**src/common/cap_charge_pkg.sv**
```systemverilog
`default_nettype none

package cap_charge_pkg;

   // --------------------
   // widths
   localparam int NUM_CH = 3;   // charge channels

   typedef logic [7:0]        byte_t;
   typedef logic [7:0]        setpoint_t;   // compared with sample[13:6]
   typedef logic [13:0]       sample_t;
   typedef logic [NUM_CH-1:0] ch_mask_t;    // one bit per channel

   // --------------------
   // bundles
   typedef struct packed {
      logic                     valid;   // one strobe for all channels
      sample_t [NUM_CH-1:0]     sample;
   } adc_bus_t;

   typedef struct packed {
      ch_mask_t fault;   // driver fault
      ch_mask_t error;   // both driver inputs high
   } drv_status_t;

   typedef struct packed {
      logic  req;    // held until grant
      byte_t data;
   } tx_req_t;

   // --------------------
   // frame and report codes
   localparam byte_t FRAME_HDR    = 8'hA5;
   localparam byte_t CMD_SET_BASE = 8'h01;   // 01..03 set channel 0..2
   localparam byte_t CMD_START    = 8'h10;
   localparam byte_t CMD_STOP     = 8'h20;
   localparam byte_t CMD_CLEAR    = 8'h30;
   localparam byte_t ACK_BAD      = 8'hEE;
   localparam byte_t RPT_DONE     = 8'h80;   // plus channel
   localparam byte_t RPT_FAULT    = 8'h90;   // plus channel

   // state machines
   typedef enum logic [1:0] {RX_IDLE, RX_START, RX_DATA, RX_STOP} rx_state_e;
   typedef enum logic [1:0] {TX_IDLE, TX_START, TX_DATA, TX_STOP} tx_state_e;
   typedef enum logic [1:0] {P_HDR, P_CMD, P_ARG} parse_state_e;

endpackage

`default_nettype wire

```
**src/uart/uart_rx.sv**
```systemverilog
`timescale 1ns/1ps
`default_nettype none

module uart_rx
   import cap_charge_pkg::*;
#(
   parameter int CLK_FREQ = 25_000_000,
   parameter int UART_BPS = 1_000_000
) (
   input  wire logic sys_clk,
   input  wire logic arst_n,
   input  wire logic uart_rxd,   // idles high
   output byte_t     rx_data,
   output logic      rx_done     // mid stop bit
);

   localparam int BAUD_CNT = CLK_FREQ / UART_BPS;   // clocks per bit
   localparam int CNT_W    = $clog2(BAUD_CNT);

   rx_state_e        state;
   logic [CNT_W-1:0] baud_cnt;
   logic [2:0]       bit_idx;
   logic             rxd_s1;
   logic             rxd_s2;
   byte_t            shift;
   logic             half_end;   // middle of start bit
   logic             bit_end;    // one full bit later

   assign half_end = (baud_cnt == CNT_W'(BAUD_CNT / 2 - 1));
   assign bit_end  = (baud_cnt == CNT_W'(BAUD_CNT - 1));

   // two-flop sync, line idles high
   always_ff @(posedge sys_clk or negedge arst_n) begin
      if (!arst_n) begin
         rxd_s1 <= 1'b1;
         rxd_s2 <= 1'b1;
      end else begin
         rxd_s1 <= uart_rxd;
         rxd_s2 <= rxd_s1;
      end
   end

   // --------------------
   // bit timing FSM
   always_ff @(posedge sys_clk or negedge arst_n) begin
      if (!arst_n) begin
         state    <= RX_IDLE;
         baud_cnt <= '0;
         bit_idx  <= '0;
         rx_done  <= 1'b0;
      end else begin
         rx_done  <= 1'b0;
         baud_cnt <= baud_cnt + 1'b1;
         case (state)
            RX_IDLE: begin
               baud_cnt <= '0;
               if (!rxd_s2) state <= RX_START;   // falling edge
            end
            RX_START: begin
               if (half_end) begin
                  baud_cnt <= '0;
                  bit_idx  <= '0;
                  state    <= rxd_s2 ? RX_IDLE : RX_DATA;   // glitch check
               end
            end
            RX_DATA: begin
               if (bit_end) begin
                  baud_cnt <= '0;
                  bit_idx  <= bit_idx + 1'b1;
                  if (bit_idx == 3'd7) state <= RX_STOP;
               end
            end
            RX_STOP: begin
               if (bit_end) begin
                  state   <= RX_IDLE;
                  rx_done <= rxd_s2;   // low stop bit drops byte
               end
            end
            default: state <= RX_IDLE;
         endcase
      end
   end

   // data path
   always_ff @(posedge sys_clk) begin
      if (state == RX_DATA && bit_end) shift <= {rxd_s2, shift[7:1]};   // lsb first
      if (state == RX_STOP && bit_end && rxd_s2) rx_data <= shift;
   end

endmodule

`default_nettype wire

```
**src/uart/uart_tx.sv**
```systemverilog
`timescale 1ns/1ps
`default_nettype none

module uart_tx
   import cap_charge_pkg::*;
#(
   parameter int CLK_FREQ = 25_000_000,
   parameter int UART_BPS = 1_000_000
) (
   input  wire logic  sys_clk,
   input  wire logic  arst_n,
   input  wire logic  tx_start,   // one cycle, sampled when idle
   input  wire byte_t tx_data,
   output logic       uart_txd,
   output logic       busy
);

   localparam int BAUD_CNT = CLK_FREQ / UART_BPS;
   localparam int CNT_W    = $clog2(BAUD_CNT);

   tx_state_e        state;
   logic [CNT_W-1:0] baud_cnt;
   logic [2:0]       bit_idx;
   byte_t            shift;   // frame being sent
   logic             bit_end;

   assign bit_end = (baud_cnt == CNT_W'(BAUD_CNT - 1));
   assign busy    = (state != TX_IDLE);   // start edge to end of stop bit

   // --------------------
   // frame FSM
   always_ff @(posedge sys_clk or negedge arst_n) begin
      if (!arst_n) begin
         state    <= TX_IDLE;
         baud_cnt <= '0;
         bit_idx  <= '0;
         uart_txd <= 1'b1;
      end else begin
         baud_cnt <= baud_cnt + 1'b1;
         case (state)
            TX_IDLE: begin
               baud_cnt <= '0;
               if (tx_start) begin
                  state    <= TX_START;
                  uart_txd <= 1'b0;   // start bit
               end
            end
            TX_START: begin
               if (bit_end) begin
                  baud_cnt <= '0;
                  bit_idx  <= '0;
                  state    <= TX_DATA;
                  uart_txd <= shift[0];
               end
            end
            TX_DATA: begin
               if (bit_end) begin
                  baud_cnt <= '0;
                  bit_idx  <= bit_idx + 1'b1;
                  if (bit_idx == 3'd7) begin
                     state    <= TX_STOP;
                     uart_txd <= 1'b1;   // stop bit
                  end else begin
                     uart_txd <= shift[bit_idx + 3'd1];
                  end
               end
            end
            TX_STOP: if (bit_end) state <= TX_IDLE;
            default: state <= TX_IDLE;
         endcase
      end
   end

   always_ff @(posedge sys_clk) begin
      if (state == TX_IDLE && tx_start) shift <= tx_data;   // captured once per frame
   end

endmodule

`default_nettype wire

```
**src/uart/tx_arbiter.sv**
```systemverilog
`timescale 1ns/1ps
`default_nettype none

module tx_arbiter
   import cap_charge_pkg::*;
(
   input  wire logic    sys_clk,
   input  wire logic    arst_n,
   input  wire tx_req_t ack_req,
   input  wire tx_req_t rpt_req,     // wins over ack
   input  wire logic    busy,
   output logic         ack_grant,
   output logic         rpt_grant,
   output logic         tx_start,
   output byte_t        tx_data
);

   logic free;   // transmitter can take a byte

   // tx_start high means busy has not risen yet
   assign free = !busy && !tx_start;

   // --------------------
   // fixed priority grant
   always_ff @(posedge sys_clk or negedge arst_n) begin
      if (!arst_n) begin
         ack_grant <= 1'b0;
         rpt_grant <= 1'b0;
         tx_start  <= 1'b0;
      end else begin
         ack_grant <= 1'b0;
         rpt_grant <= 1'b0;
         tx_start  <= 1'b0;
         if (free && rpt_req.req) begin
            rpt_grant <= 1'b1;
            tx_start  <= 1'b1;
         end else if (free && ack_req.req) begin
            ack_grant <= 1'b1;
            tx_start  <= 1'b1;
         end
      end
   end

   // byte goes out at the grant edge
   always_ff @(posedge sys_clk) begin
      if (free && rpt_req.req) tx_data <= rpt_req.data;
      else if (free && ack_req.req) tx_data <= ack_req.data;
   end

endmodule

`default_nettype wire

```
**src/hdl/cmd_parser.sv**
```systemverilog
`timescale 1ns/1ps
`default_nettype none

module cmd_parser
   import cap_charge_pkg::*;
(
   input  wire logic       sys_clk,
   input  wire logic       arst_n,
   input  wire byte_t      rx_data,
   input  wire logic       rx_done,
   input  wire logic       ack_grant,
   output setpoint_t [NUM_CH-1:0] setpoint,
   output ch_mask_t        start_mask,   // strobe
   output logic            stop,         // strobe
   output ch_mask_t        clear_mask,   // strobe
   output tx_req_t         ack_req
);

   localparam int IDX_W = $clog2(NUM_CH);

   parse_state_e state;
   byte_t        cmd;       // command byte of current frame
   byte_t        set_idx;
   logic         is_set;    // setpoint command

   assign set_idx = cmd - CMD_SET_BASE;
   assign is_set  = (set_idx < byte_t'(NUM_CH));   // codes below base wrap high

   // --------------------
   // frame walk and execute
   always_ff @(posedge sys_clk or negedge arst_n) begin
      if (!arst_n) begin
         state      <= P_HDR;
         setpoint   <= '0;
         start_mask <= '0;
         stop       <= 1'b0;
         clear_mask <= '0;
         ack_req    <= '0;
      end else begin
         start_mask <= '0;
         stop       <= 1'b0;
         clear_mask <= '0;
         if (ack_grant) ack_req.req <= 1'b0;   // taken by arbiter
         if (rx_done) begin
            case (state)
               P_HDR: if (rx_data == FRAME_HDR) state <= P_CMD;   // else stay
               P_CMD: state <= P_ARG;
               P_ARG: begin
                  state        <= P_HDR;
                  ack_req.req  <= 1'b1;    // newer ack replaces a pending one
                  ack_req.data <= cmd;     // echo
                  if (is_set) begin
                     setpoint[set_idx[IDX_W-1:0]] <= rx_data;
                  end else if (cmd == CMD_START) begin
                     start_mask <= rx_data[NUM_CH-1:0];
                  end else if (cmd == CMD_STOP) begin
                     stop <= 1'b1;   // argument ignored
                  end else if (cmd == CMD_CLEAR) begin
                     clear_mask <= rx_data[NUM_CH-1:0];
                  end else begin
                     ack_req.data <= ACK_BAD;
                  end
               end
               default: state <= P_HDR;
            endcase
         end
      end
   end

   always_ff @(posedge sys_clk) begin
      if (rx_done && state == P_CMD) cmd <= rx_data;
   end

endmodule

`default_nettype wire

```
**src/hdl/charge_ctrl.sv**
```systemverilog
`timescale 1ns/1ps
`default_nettype none

module charge_ctrl
   import cap_charge_pkg::*;
#(
   parameter int RESET_CYCLES = 16   // driver reset pulse length
) (
   input  wire logic        sys_clk,
   input  wire logic        arst_n,
   input  wire setpoint_t [NUM_CH-1:0] setpoint,
   input  wire ch_mask_t    start_mask,
   input  wire logic        stop,
   input  wire ch_mask_t    clear_mask,
   input  wire adc_bus_t    adc,
   input  wire drv_status_t drv,         // asynchronous to sys_clk
   output ch_mask_t         igbt,
   output ch_mask_t         drv_reset,
   output ch_mask_t         done_evt,
   output ch_mask_t         fault_evt
);

   localparam int CNT_W = $clog2(RESET_CYCLES + 1);

   drv_status_t      drv_s1;
   drv_status_t      drv_s2;
   ch_mask_t         bad;       // synced fault or error
   ch_mask_t         hit;       // sample reached setpoint
   ch_mask_t         latch;     // fault latch
   logic [CNT_W-1:0] rst_cnt [NUM_CH];

   // --------------------
   // driver status sync
   always_ff @(posedge sys_clk or negedge arst_n) begin
      if (!arst_n) begin
         drv_s1 <= '0;
         drv_s2 <= '0;
      end else begin
         drv_s1 <= drv;
         drv_s2 <= drv_s1;
      end
   end

   always_comb begin
      bad = drv_s2.fault | drv_s2.error;
      for (int i = 0; i < NUM_CH; i++) begin
         hit[i]       = adc.valid && (adc.sample[i][13:6] >= setpoint[i]);   // top 8 bits
         drv_reset[i] = (rst_cnt[i] != '0);
      end
   end

   // --------------------
   // per channel sequencer
   always_ff @(posedge sys_clk or negedge arst_n) begin
      if (!arst_n) begin
         igbt      <= '0;
         latch     <= '0;
         done_evt  <= '0;
         fault_evt <= '0;
         for (int i = 0; i < NUM_CH; i++) rst_cnt[i] <= '0;
      end else begin
         for (int i = 0; i < NUM_CH; i++) begin
            done_evt[i]  <= igbt[i] & hit[i] & ~bad[i] & ~stop;
            fault_evt[i] <= bad[i] & ~latch[i];   // once per latch

            // stop and faults first, then setpoint reached, then start
            if (stop || bad[i]) begin
               igbt[i] <= 1'b0;
            end else if (igbt[i] && hit[i]) begin
               igbt[i] <= 1'b0;
            end else if (start_mask[i] && !latch[i]) begin
               igbt[i] <= 1'b1;
            end

            // driver reset pulse
            if (rst_cnt[i] != '0) begin
               rst_cnt[i] <= rst_cnt[i] - 1'b1;
            end else if (clear_mask[i] && latch[i]) begin
               rst_cnt[i] <= CNT_W'(RESET_CYCLES);
            end

            // latch reopens only at end of pulse with status low
            if (bad[i]) begin
               latch[i] <= 1'b1;
            end else if (rst_cnt[i] == CNT_W'(1)) begin
               latch[i] <= 1'b0;
            end
         end
      end
   end

endmodule

`default_nettype wire

```
**src/hdl/event_reporter.sv**
```systemverilog
`timescale 1ns/1ps
`default_nettype none

module event_reporter
   import cap_charge_pkg::*;
(
   input  wire logic     sys_clk,
   input  wire logic     arst_n,
   input  wire ch_mask_t done_evt,
   input  wire ch_mask_t fault_evt,
   input  wire logic     rpt_grant,
   output tx_req_t       rpt_req
);

   localparam int NUM_EV = 2 * NUM_CH;
   localparam int SEL_W  = $clog2(NUM_EV);

   logic [NUM_EV-1:0] pend;   // {fault, done}
   logic [NUM_EV-1:0] clr;
   logic [SEL_W-1:0]  pick;   // lowest pending
   logic [SEL_W-1:0]  sel;    // bit behind the offered byte
   byte_t             pick_byte;

   always_comb begin
      pick = '0;
      for (int k = NUM_EV - 1; k >= 0; k--) begin
         if (pend[k]) pick = SEL_W'(k);   // lowest index wins
      end
      if (pick < SEL_W'(NUM_CH)) pick_byte = RPT_DONE + byte_t'(pick);
      else pick_byte = RPT_FAULT + byte_t'(pick - SEL_W'(NUM_CH));
      clr = '0;
      if (rpt_grant) clr[sel] = 1'b1;
   end

   // --------------------
   // pending bits and offer
   always_ff @(posedge sys_clk or negedge arst_n) begin
      if (!arst_n) begin
         pend    <= '0;
         sel     <= '0;
         rpt_req <= '0;
      end else begin
         pend <= (pend & ~clr) | {fault_evt, done_evt};   // new events survive clear
         if (rpt_grant) begin
            rpt_req.req <= 1'b0;
         end else if (!rpt_req.req && |pend) begin
            rpt_req.req  <= 1'b1;
            rpt_req.data <= pick_byte;   // frozen until grant
            sel          <= pick;
         end
      end
   end

endmodule

`default_nettype wire

```
**src/hdl/cap_charge_top.sv**
```systemverilog
`timescale 1ns/1ps
`default_nettype none

module cap_charge_top
   import cap_charge_pkg::*;
#(
   parameter int CLK_FREQ     = 25_000_000,
   parameter int UART_BPS     = 1_000_000,
   parameter int RESET_CYCLES = 16
) (
   input  wire logic        sys_clk,
   input  wire logic        arst_n,
   input  wire logic        uart_rxd,
   input  wire adc_bus_t    adc,
   input  wire drv_status_t drv,
   output logic             uart_txd,
   output ch_mask_t         igbt,
   output ch_mask_t         drv_reset
);

   byte_t                 rx_data;
   logic                  rx_done;
   setpoint_t [NUM_CH-1:0] setpoint;
   ch_mask_t              start_mask;
   logic                  stop;
   ch_mask_t              clear_mask;
   ch_mask_t              done_evt;
   ch_mask_t              fault_evt;
   tx_req_t               ack_req;
   tx_req_t               rpt_req;
   logic                  ack_grant;
   logic                  rpt_grant;
   logic                  tx_start;
   byte_t                 tx_data;
   logic                  busy;

   // --------------------
   // host link
   uart_rx #(
      .CLK_FREQ (CLK_FREQ),
      .UART_BPS (UART_BPS)
   ) u_uart_rx (
      .sys_clk  (sys_clk),
      .arst_n   (arst_n),
      .uart_rxd (uart_rxd),
      .rx_data  (rx_data),
      .rx_done  (rx_done)
   );

   cmd_parser u_cmd_parser (
      .sys_clk    (sys_clk),
      .arst_n     (arst_n),
      .rx_data    (rx_data),
      .rx_done    (rx_done),
      .ack_grant  (ack_grant),
      .setpoint   (setpoint),
      .start_mask (start_mask),
      .stop       (stop),
      .clear_mask (clear_mask),
      .ack_req    (ack_req)
   );

   // --------------------
   // charge channels
   charge_ctrl #(
      .RESET_CYCLES (RESET_CYCLES)
   ) u_charge_ctrl (
      .sys_clk    (sys_clk),
      .arst_n     (arst_n),
      .setpoint   (setpoint),
      .start_mask (start_mask),
      .stop       (stop),
      .clear_mask (clear_mask),
      .adc        (adc),
      .drv        (drv),
      .igbt       (igbt),
      .drv_reset  (drv_reset),
      .done_evt   (done_evt),
      .fault_evt  (fault_evt)
   );

   event_reporter u_event_reporter (
      .sys_clk   (sys_clk),
      .arst_n    (arst_n),
      .done_evt  (done_evt),
      .fault_evt (fault_evt),
      .rpt_grant (rpt_grant),
      .rpt_req   (rpt_req)
   );

   // --------------------
   // shared transmitter
   tx_arbiter u_tx_arbiter (
      .sys_clk   (sys_clk),
      .arst_n    (arst_n),
      .ack_req   (ack_req),
      .rpt_req   (rpt_req),
      .busy      (busy),
      .ack_grant (ack_grant),
      .rpt_grant (rpt_grant),
      .tx_start  (tx_start),
      .tx_data   (tx_data)
   );

   uart_tx #(
      .CLK_FREQ (CLK_FREQ),
      .UART_BPS (UART_BPS)
   ) u_uart_tx (
      .sys_clk  (sys_clk),
      .arst_n   (arst_n),
      .tx_start (tx_start),
      .tx_data  (tx_data),
      .uart_txd (uart_txd),
      .busy     (busy)
   );

endmodule

`default_nettype wire

```
**config.mk**
```make
export PLATFORM = sky130hd
export DESIGN_NAME = cap_charge_top
export DESIGN_NICKNAME = d
export VERILOG_FILES = /design/src/common/cap_charge_pkg.sv /design/src/uart/uart_rx.sv /design/src/uart/uart_tx.sv /design/src/uart/tx_arbiter.sv /design/src/hdl/cmd_parser.sv /design/src/hdl/charge_ctrl.sv /design/src/hdl/event_reporter.sv /design/src/hdl/cap_charge_top.sv
export SDC_FILE = /design/constraint.sdc
export NUM_CORES = 1
export LEC_CHECK = 0
export ABC_AREA = 1
export BUFFER_PORTS_ARGS = -buffer_cell sky130_fd_sc_hd__buf_2
export CAP_MARGIN = 10
export CELL_PAD_IN_SITES_DETAIL_PLACEMENT = 1
export CELL_PAD_IN_SITES_GLOBAL_PLACEMENT = 1
export CORE_MARGIN = 3
export CORE_UTILIZATION = 50
export DETAILED_ROUTE_END_ITERATION = 10
export GPL_TIMING_DRIVEN = 1
export PLACE_DENSITY_LB_ADDON = 0.1
export SLEW_MARGIN = 5
export SYNTH_ARGS = -nofsm -noshare
export SYNTH_HDL_FRONTEND = slang
export SYNTH_SLANG_ARGS = --single-unit
```
**constraint.sdc**
```tcl
create_clock -name sys_clk -period 4.4 [get_ports sys_clk]
set_clock_uncertainty 0.1 [all_clocks]
set_input_delay 0.44 -clock sys_clk [delete_from_list [all_inputs] [get_ports sys_clk]]
set_output_delay 0.44 -clock sys_clk [all_outputs]
set_load 0.01 [all_outputs]
```
==> summary.txt, run 1 <==
Clock tree
  • Maximum clock path buffer count: 2
  • CTS root buf: clkbuf_16
  • TritonCTS Buffers: 17
  • Clock-pin transition on the worst setup and hold timing paths: 0.06 ns
  • CTS tree: done
  • H-tree depth: 4
  • CTS Hold Bufs: 1
  • Clk Latency, worst-skew pair: 0.42 ns
  • Post-CTS Setup Repair Bufs: 0
  • # clock sinks: 164
  • Gates resized, CTS repair: 0

Timing
  • Relative max-transition margin: 31.8%
  • RSZ-0062 raised after global routing: false
  • Setup violators final: 0
  • Hold_ws: 0.0293 ns
  • Worst Tran Pin Value: 1.01 ns
  • Fin crit period: 2.66 ns
  • Slew Limit Fails: 0
  • Final hold vios: 0
  • Setup Total Neg Slack: 0 ns
  • Tcrit/Tclk final: 60.5%
  • Max Freq: 0.375 GHz

Power and ir drop
  • Int Power: 2.86 mW
  • LEAKAGE: 4.24 nW
  • Clk network pwr share: 33.6%
  • Logic gate share of total power: 21.2%
  • Seq pwr share: 45.2%
  • Sw Share: 32.0%
  • Peak supply drop: 0.312 mV
  • Ratio of total power to cell area: 499 mW/mm2
  • Psw: 1.34 mW

Routing
  • Initial drt markers: 232
  • Antenna violation net count after detailed routing: 0
  • Final wirelength: 16600 um
  • # DRC: 0
  • Drt wl/cell: 16.4 um
  • Post-DR vias/cell: 5.25
  • Total number of vias: 5333
  • DR pass1 iterations: 4

Floorplanning
  • DIE AREA: 0.0163 mm2
  • I/O pin cnt: 59
  • Die height: 128 um
  • Die W: 128 um
  • Starting density of the core: 52.3%
  • Row count: 43
  • Core Region: 0.0141 mm2

Yosys
  • Yosys warnings: 0
  • Most frequent cell after synthesis: nand2_1
  • Synth cell count leaders: nand2_1 (181), dfrtp_1 (121), inv_1 (120)
  • Cells after Synth: 763
  • Mapped cell area: 0.00740 mm2
  • Top FF cell, synth: dfrtp_1
  • Most area-consuming cells after synthesis: dfrtp_1 (41%), edfxtp_1 (16%), nand2_1 (9.2%), ha_1 (8.5%), inv_1 (6.1%)
  • Register area share after synthesis: 58.2%
  • Yosys top cell by area: dfrtp_1
  • Post-synth EDFFs: 40
  • FFs w/ async S/R, synth: 75.6%
  • Post-Syn Area per Cell: 9.69 um2
  • Synth unique cells: 35
  • Seq cells post-synth: 164
  • Yosys top cell area share: 40.9%
  • Syn nets: 865

Layout
  • Post-layout util: 59.5%
  • Post-layout nets: 925
  • Final cell count without fillers: 1016
  • Syn-to-layout area delta: 13.8%
  • Layout cells sized above 1: 11.2%
  • Filler cell count: 1598
  • N_diodes: 0

Setup path
  • Critical Path RT: 4.38 ns
  • Worst Setup Start Kind: register
  • Maximum fanout along the worst path: 13
  • R2R Setup Slk: 1.74 ns
  • CP Class: reg2reg
  • Reg2reg path depth: 8
  • Crit. Startpoint: u_uart_tx.state[1]$_DFFE_PN0P_
  • Crit path capture type: register
  • RR Endpoint: u_tx_arbiter.tx_data[1]$_DFFE_PP_
  • R2R Path Start: u_uart_tx.state[1]$_DFFE_PN0P_
  • CP Data Arrival Time: 2.64 ns
  • Critical Path End: u_tx_arbiter.tx_data[1]$_DFFE_PP_

GRT
  • All-Layer GR Usage: 22.0%
  • Vias in the first global route: 5972
  • First-pass GRT wire length: 28200 um
  • GRT overflow: 0
  • Initial antenna violation count: 0
  • Largest net degree at the start of global routing: 47

Placement
  • Buffers on Ports: 40
  • Placed insts: 979
  • GPL Wtd Cong: 0.807
  • DP Wirelength: 11700 um

Flow run
  • Max-cap viol count: 0

Status
  • Outcome: completed

Min path
  • Hold crit path type: in2reg
==> cell type report <==
cell class	count	area (um2)	area share [%]
Sequential cell	164	4310	51.2
Multi-Input combinational cell	469	2580	30.7
Clock buffer	21	493	5.86
Inverter	124	465	5.53
Timing Repair Buffer	47	268	3.18
Tap cell	180	225	2.68
Clock inverter	11	73.8	0.877
==> cell families after synthesis <==
| family | share of synthesized area [%] |
|---|---|
| compound gates | 6.51 |
| xor+xnor | 1.18 |
| fa+ha+maj | 8.46 |
| buf+inv | 6.82 |
| flops | 58.2 |
| simple gates | 18.8 |
==> how the worst min path moves through the flow <==
stage,startpoint,endpoint,cells after the start
floorplan,arst_n,asynchronous set/reset pin,0
global placement,u_charge_ctrl.drv_s1[5]$_DFF_PN0_,u_charge_ctrl.drv_s2[5]$_DFF_PN0_,0
detailed placement,u_charge_ctrl.drv_s1[4]$_DFF_PN0_,u_charge_ctrl.drv_s2[4]$_DFF_PN0_,0
CTS,uart_rxd,u_uart_rx.rxd_s1$_DFF_PN1_,1
global route,drv[1],u_charge_ctrl.drv_s1[1]$_DFF_PN0_,1
finish,drv[3],u_charge_ctrl.drv_s1[3]$_DFF_PN0_,1
==> metrics by stage <==
stage,setup slack (ns),power (mW),instance area (um2)
floorplan,2.56,2.51,7400
global placement,1.97,2.71,7800
detailed placement,1.78,2.79,7800
CTS,1.71,4.24,8380
global route,1.42,4.47,8420
finish,1.74,4.20,8420
==> metal layers <==
| layer | global-route usage, % | part of all wire [%] |
|---|---|---|
| met5 | 0 | 0 |
| met4 | 6.93 | 1.7 |
| met3 | 5.18 | 2.2 |
| met2 | 40.8 | 55 |
| met1 | 25.1 | 41 |
==> state kept, by name, indices dropped and copies added, names as in the netlist, 7 cells and up, named ones only <==
| name | count |
|---|---|
| u_charge_ctrl.rst_cnt | 15 |
| u_uart_rx.shift | 8 |
| u_uart_rx.rx_data | 8 |
| u_cmd_parser.cmd | 8 |
| u_cmd_parser.setpoint | 24 |
| u_uart_tx.shift | 8 |
| u_tx_arbiter.tx_data | 8 |
| u_cmd_parser.ack_req | 9 |
| u_event_reporter.rpt_req | 7 |
==> critical path, cell delays in order, from the launching register on <==
cell and delay (ns):
dfrtp_1 0.44, inv_1 0.13, ha_1 0.19, inv_1 0.05, nor2_1 0.17, inv_1 0.11, nor2_1 0.57, inv_1 0.21
nand2_1 0.36
==> power groups by stage <==
| stage | Combinational (mW) | Clock [mW] | Sequential [mW] |
|---|---|---|---|
| floorplan | 0.626 | 0 | 1.88 |
| global placement | 0.800 | 0 | 1.91 |
| detailed placement | 0.868 | 0 | 1.93 |
| CTS | 0.895 | 1.45 | 1.90 |
| global route | 1.03 | 1.52 | 1.92 |
| finish | 0.889 | 1.41 | 1.90 |
==> cells in the final DEF (no fill, tap or decap), types with 2 or more instances in the layout <==
master / synthesis / final
nand4_1: 10 / 10
xnor2_1: 4 / 4
dfrtp_1: 121 / 121
o21ai_0: 36 / 36
clkbuf_16: 0 / 19
inv_2: 3 / 3
o21bai_1: 10 / 10
inv_1: 120 / 120
o22ai_1: 3 / 3
nor3_1: 16 / 16
edfxtp_1: 40 / 40
clkinv_2: 0 / 5
nand2_2: 3 / 3
dlygate4sd3_1: 0 / 5
a21oi_1: 19 / 19
nand3_1: 48 / 48
or2_2: 3 / 3
o21ai_2: 6 / 6
o31ai_1: 3 / 3
xor2_1: 6 / 6
ha_1: 50 / 50
buf_4: 0 / 3
nand2_1: 181 / 181
clkinv_4: 0 / 3
buf_2: 1 / 39
o211ai_1: 2 / 2
dfstp_2: 3 / 3
nor2_1: 61 / 61
No activity file was read; power rests on OpenSTA's default activity.
==> run 2: changes to the inputs <==
- CORE_UTILIZATION: 50 -> 47
- clock period: 4.4 -> 2.6 ns (I/O delays scaled with it)
==> summary.txt, run 2 (same netlist as run 1, synthesis figures left out) <==
Status
  • Outcome: completed

Floorplanning
  • DIE AREA: 0.0173 mm2 (+6.1%)
  • I/O pin cnt: 59 (unchanged)
  • Row count: 45 (+4.7%)
  • Die height: 131 um (+3.0%)
  • Core Region: 0.0153 mm2 (+8.2%)
  • Starting density of the core: 48.3% (-4.0 points)
  • Die W: 131 um (+3.0%)

Routing
  • Drt wl/cell: 14.6 um (-11%)
  • DR pass1 iterations: 4 (unchanged)
  • Post-DR vias/cell: 5.01 (-4.5%)
  • Antenna violation net count after detailed routing: 0 (unchanged)
  • Initial drt markers: 172 (-26%)
  • Final wirelength: 15300 um (-7.8%)
  • # DRC: 0 (unchanged)
  • Total number of vias: 5267 (-1.2%)

Power and ir drop
  • Int Power: 5.11 mW (+79%)
  • Peak supply drop: 0.568 mV (+82%)
  • LEAKAGE: 4.28 nW (+0.80%)
  • Clk network pwr share: 36.3% (+2.7 points)
  • Ratio of total power to cell area: 857 mW/mm2 (+72%)
  • Psw: 2.22 mW (+66%)
  • Seq pwr share: 43.6% (-1.6 points)
  • Total Power: 7.34 mW (+75%)
  • Logic gate share of total power: 20.2% (-1.0 points)
  • Sw Share: 30.3% (-1.6 points)

Timing
  • Tcrit/Tclk final: 80.2% (+20 points)
  • Worst Tran Pin Value: 0.652 ns (-0.362 ns)
  • Setup violators final: 0 (unchanged)
  • Fin crit period: 2.09 ns (-0.578 ns)
  • Final hold vios: 0 (unchanged)
  • RSZ-0062 raised after global routing: false
  • Slew Limit Fails: 0 (unchanged)
  • Setup Total Neg Slack: 0 ns (unchanged)
  • Relative max-transition margin: 56.3% (+25 points)
  • Max Freq: 0.479 GHz (+28%)

Clock tree
  • CTS tree: done
  • Gates resized, CTS repair: 0 (unchanged)
  • CTS root buf: clkbuf_16
  • # clock sinks: 164 (unchanged)
  • Maximum clock path buffer count: 2 (unchanged)
  • Clk Latency, worst-skew pair: 0.43 ns (about the same)
  • Clock-pin transition on the worst setup and hold timing paths: 0.06 ns (about the same)
  • TritonCTS Buffers: 17 (unchanged)
  • H-tree depth: 4 (unchanged)

Setup path
  • R2R Setup Slk: 0.51 ns (-1.22 ns)
  • Worst Setup Start Kind: register
  • R2R Path Start: u_uart_tx.state[0]$_DFFE_PN0P_
  • Critical Path End: u_tx_arbiter.tx_data[2]$_DFFE_PP_
  • CP Class: reg2reg
  • Critical Path RT: 2.60 ns (-1.78 ns)
  • RR Endpoint: u_tx_arbiter.tx_data[2]$_DFFE_PP_
  • Maximum fanout along the worst path: 9 (-4)
  • Reg2reg path depth: 8 (unchanged)
  • Crit. Startpoint: u_uart_tx.state[0]$_DFFE_PN0P_
  • Crit path capture type: register
  • CP Data Arrival Time: 2.09 ns (-0.55 ns)

Min path
  • HP Start: adc[42]
  • Hold crit path type: in2reg

GRT
  • Largest net degree at the start of global routing: 95 (+100%)
  • Initial antenna violation count: 0 (unchanged)
  • Vias in the first global route: 5762 (-3.5%)
  • GRT overflow: 0 (unchanged)
  • First-pass GRT wire length: 26700 um (-5.5%)
  • All-Layer GR Usage: 19.2% (-2.8 points)

Layout
  • Layout cells sized above 1: 11.1% (-0.17 points)
  • Largest Register: u_cmd_parser.setpoint
  • Largest regs: u_cmd_parser.setpoint: 24 flops, u_charge_ctrl.rst_cnt: 15 flops, u_cmd_parser.ack_req: 9 flops
  • Commonest non-fill, non-tap cell in the layout: nand2_1
  • N_diodes: 0 (unchanged)
  • Post-layout nets: 929 (+0.43%)
  • Max reg flops: 24 (unchanged)
  • Most frequent cells in the layout: nand2_1 (181), dfrtp_1 (121), inv_1 (120)
  • Fin area: 0.00856 mm2 (+1.7%)
  • Syn-to-layout area delta: 15.8%

Placement
  • DP Wirelength: 11200 um (-4.5%)
  • GPL Wtd Cong: 0.821 (+1.7%)
  • Placed inst area: 0.00786 mm2 (+0.75%)
  • Buffers on Ports: 40 (unchanged)

Flow run
  • Max-cap viol count: 0 (unchanged)
## run 2: power by group through the flow
stage / clock network (mW) / registers (mW) / logic (mW)
2_1_floorplan: 0 / 3.18 / 1.06
3_3_place_gp: 0 / 3.22 / 1.38
3_5_place_dp: 0 / 3.24 / 1.47
4_1_cts: 2.71 / 3.20 / 1.51
5_1_grt: 2.83 / 3.24 / 1.74
6_report: 2.66 / 3.20 / 1.48
## run 2: repair_timing
action	in CTS	in global routing
buffers inserted	0	0
hold buffers	8	0
hold endpoints to repair	37	0
## run 2: per-stage QoR
stage / hold slack, ns / cells / setup slack, ns / utilization, %
3_3_place_gp: 0.114 / 1011 / 0.662 / 51.3
2_1_floorplan: -0.136 / 763 / 0.765 / -
3_5_place_dp: 0.121 / 1011 / 0.574 / 51.3
6_report: 0.0679 / 1051 / 0.514 / 55.9
5_1_grt: 0.0862 / 1051 / 0.273 / 55.9
4_1_cts: 0.0496 / 1051 / 0.488 / 55.9
## run 2: per-layer routing
metal / GRT usage [%] / routed length (um) / vias up
met5: 0 / 0 / -
met4: 7.64 / 335 / 0
met3: 4.29 / 315 / 25
met2: 34.9 / 8290 / 47
met1: 21.9 / 6400 / 2619
li1: - / - / 2576
## run 2: area by class of cell
cell class                      count  area (um2)
Clock buffer                       19         443
Clock inverter                     13         181
Fill cell                        1708        6750
Inverter                          124         465
Multi-Input combinational cell    469        2580
Sequential cell                   164        4310
Tap cell                          211         264
Timing Repair Buffer               51         318
## run 2: worst max-delay path, stage by stage (launching register included)
cell,delay (ns)
dfrtp_1,0.43
inv_1,0.14
ha_1,0.20
inv_1,0.05
nor2_1,0.15
inv_1,0.08
nor2_1,0.20
inv_1,0.12
nand2_1,0.29
## run 2: worst min-delay path by stage
stage                                                    to  slack, ns  depth (start not counted)
after floorplan                  asynchronous set/reset pin      -0.14                          0
after global placement     u_uart_tx.bit_idx[2]$_DFFE_PN0P_       0.11                          1
after detailed placement   u_uart_tx.bit_idx[2]$_DFFE_PN0P_       0.12                          1
after CTS                 u_charge_ctrl.igbt[2]$_DFFE_PN0P_       0.05                          4
after global routing      u_charge_ctrl.igbt[1]$_DFFE_PN0P_       0.09                          4
final                     u_charge_ctrl.igbt[2]$_DFFE_PN0P_       0.07                          4
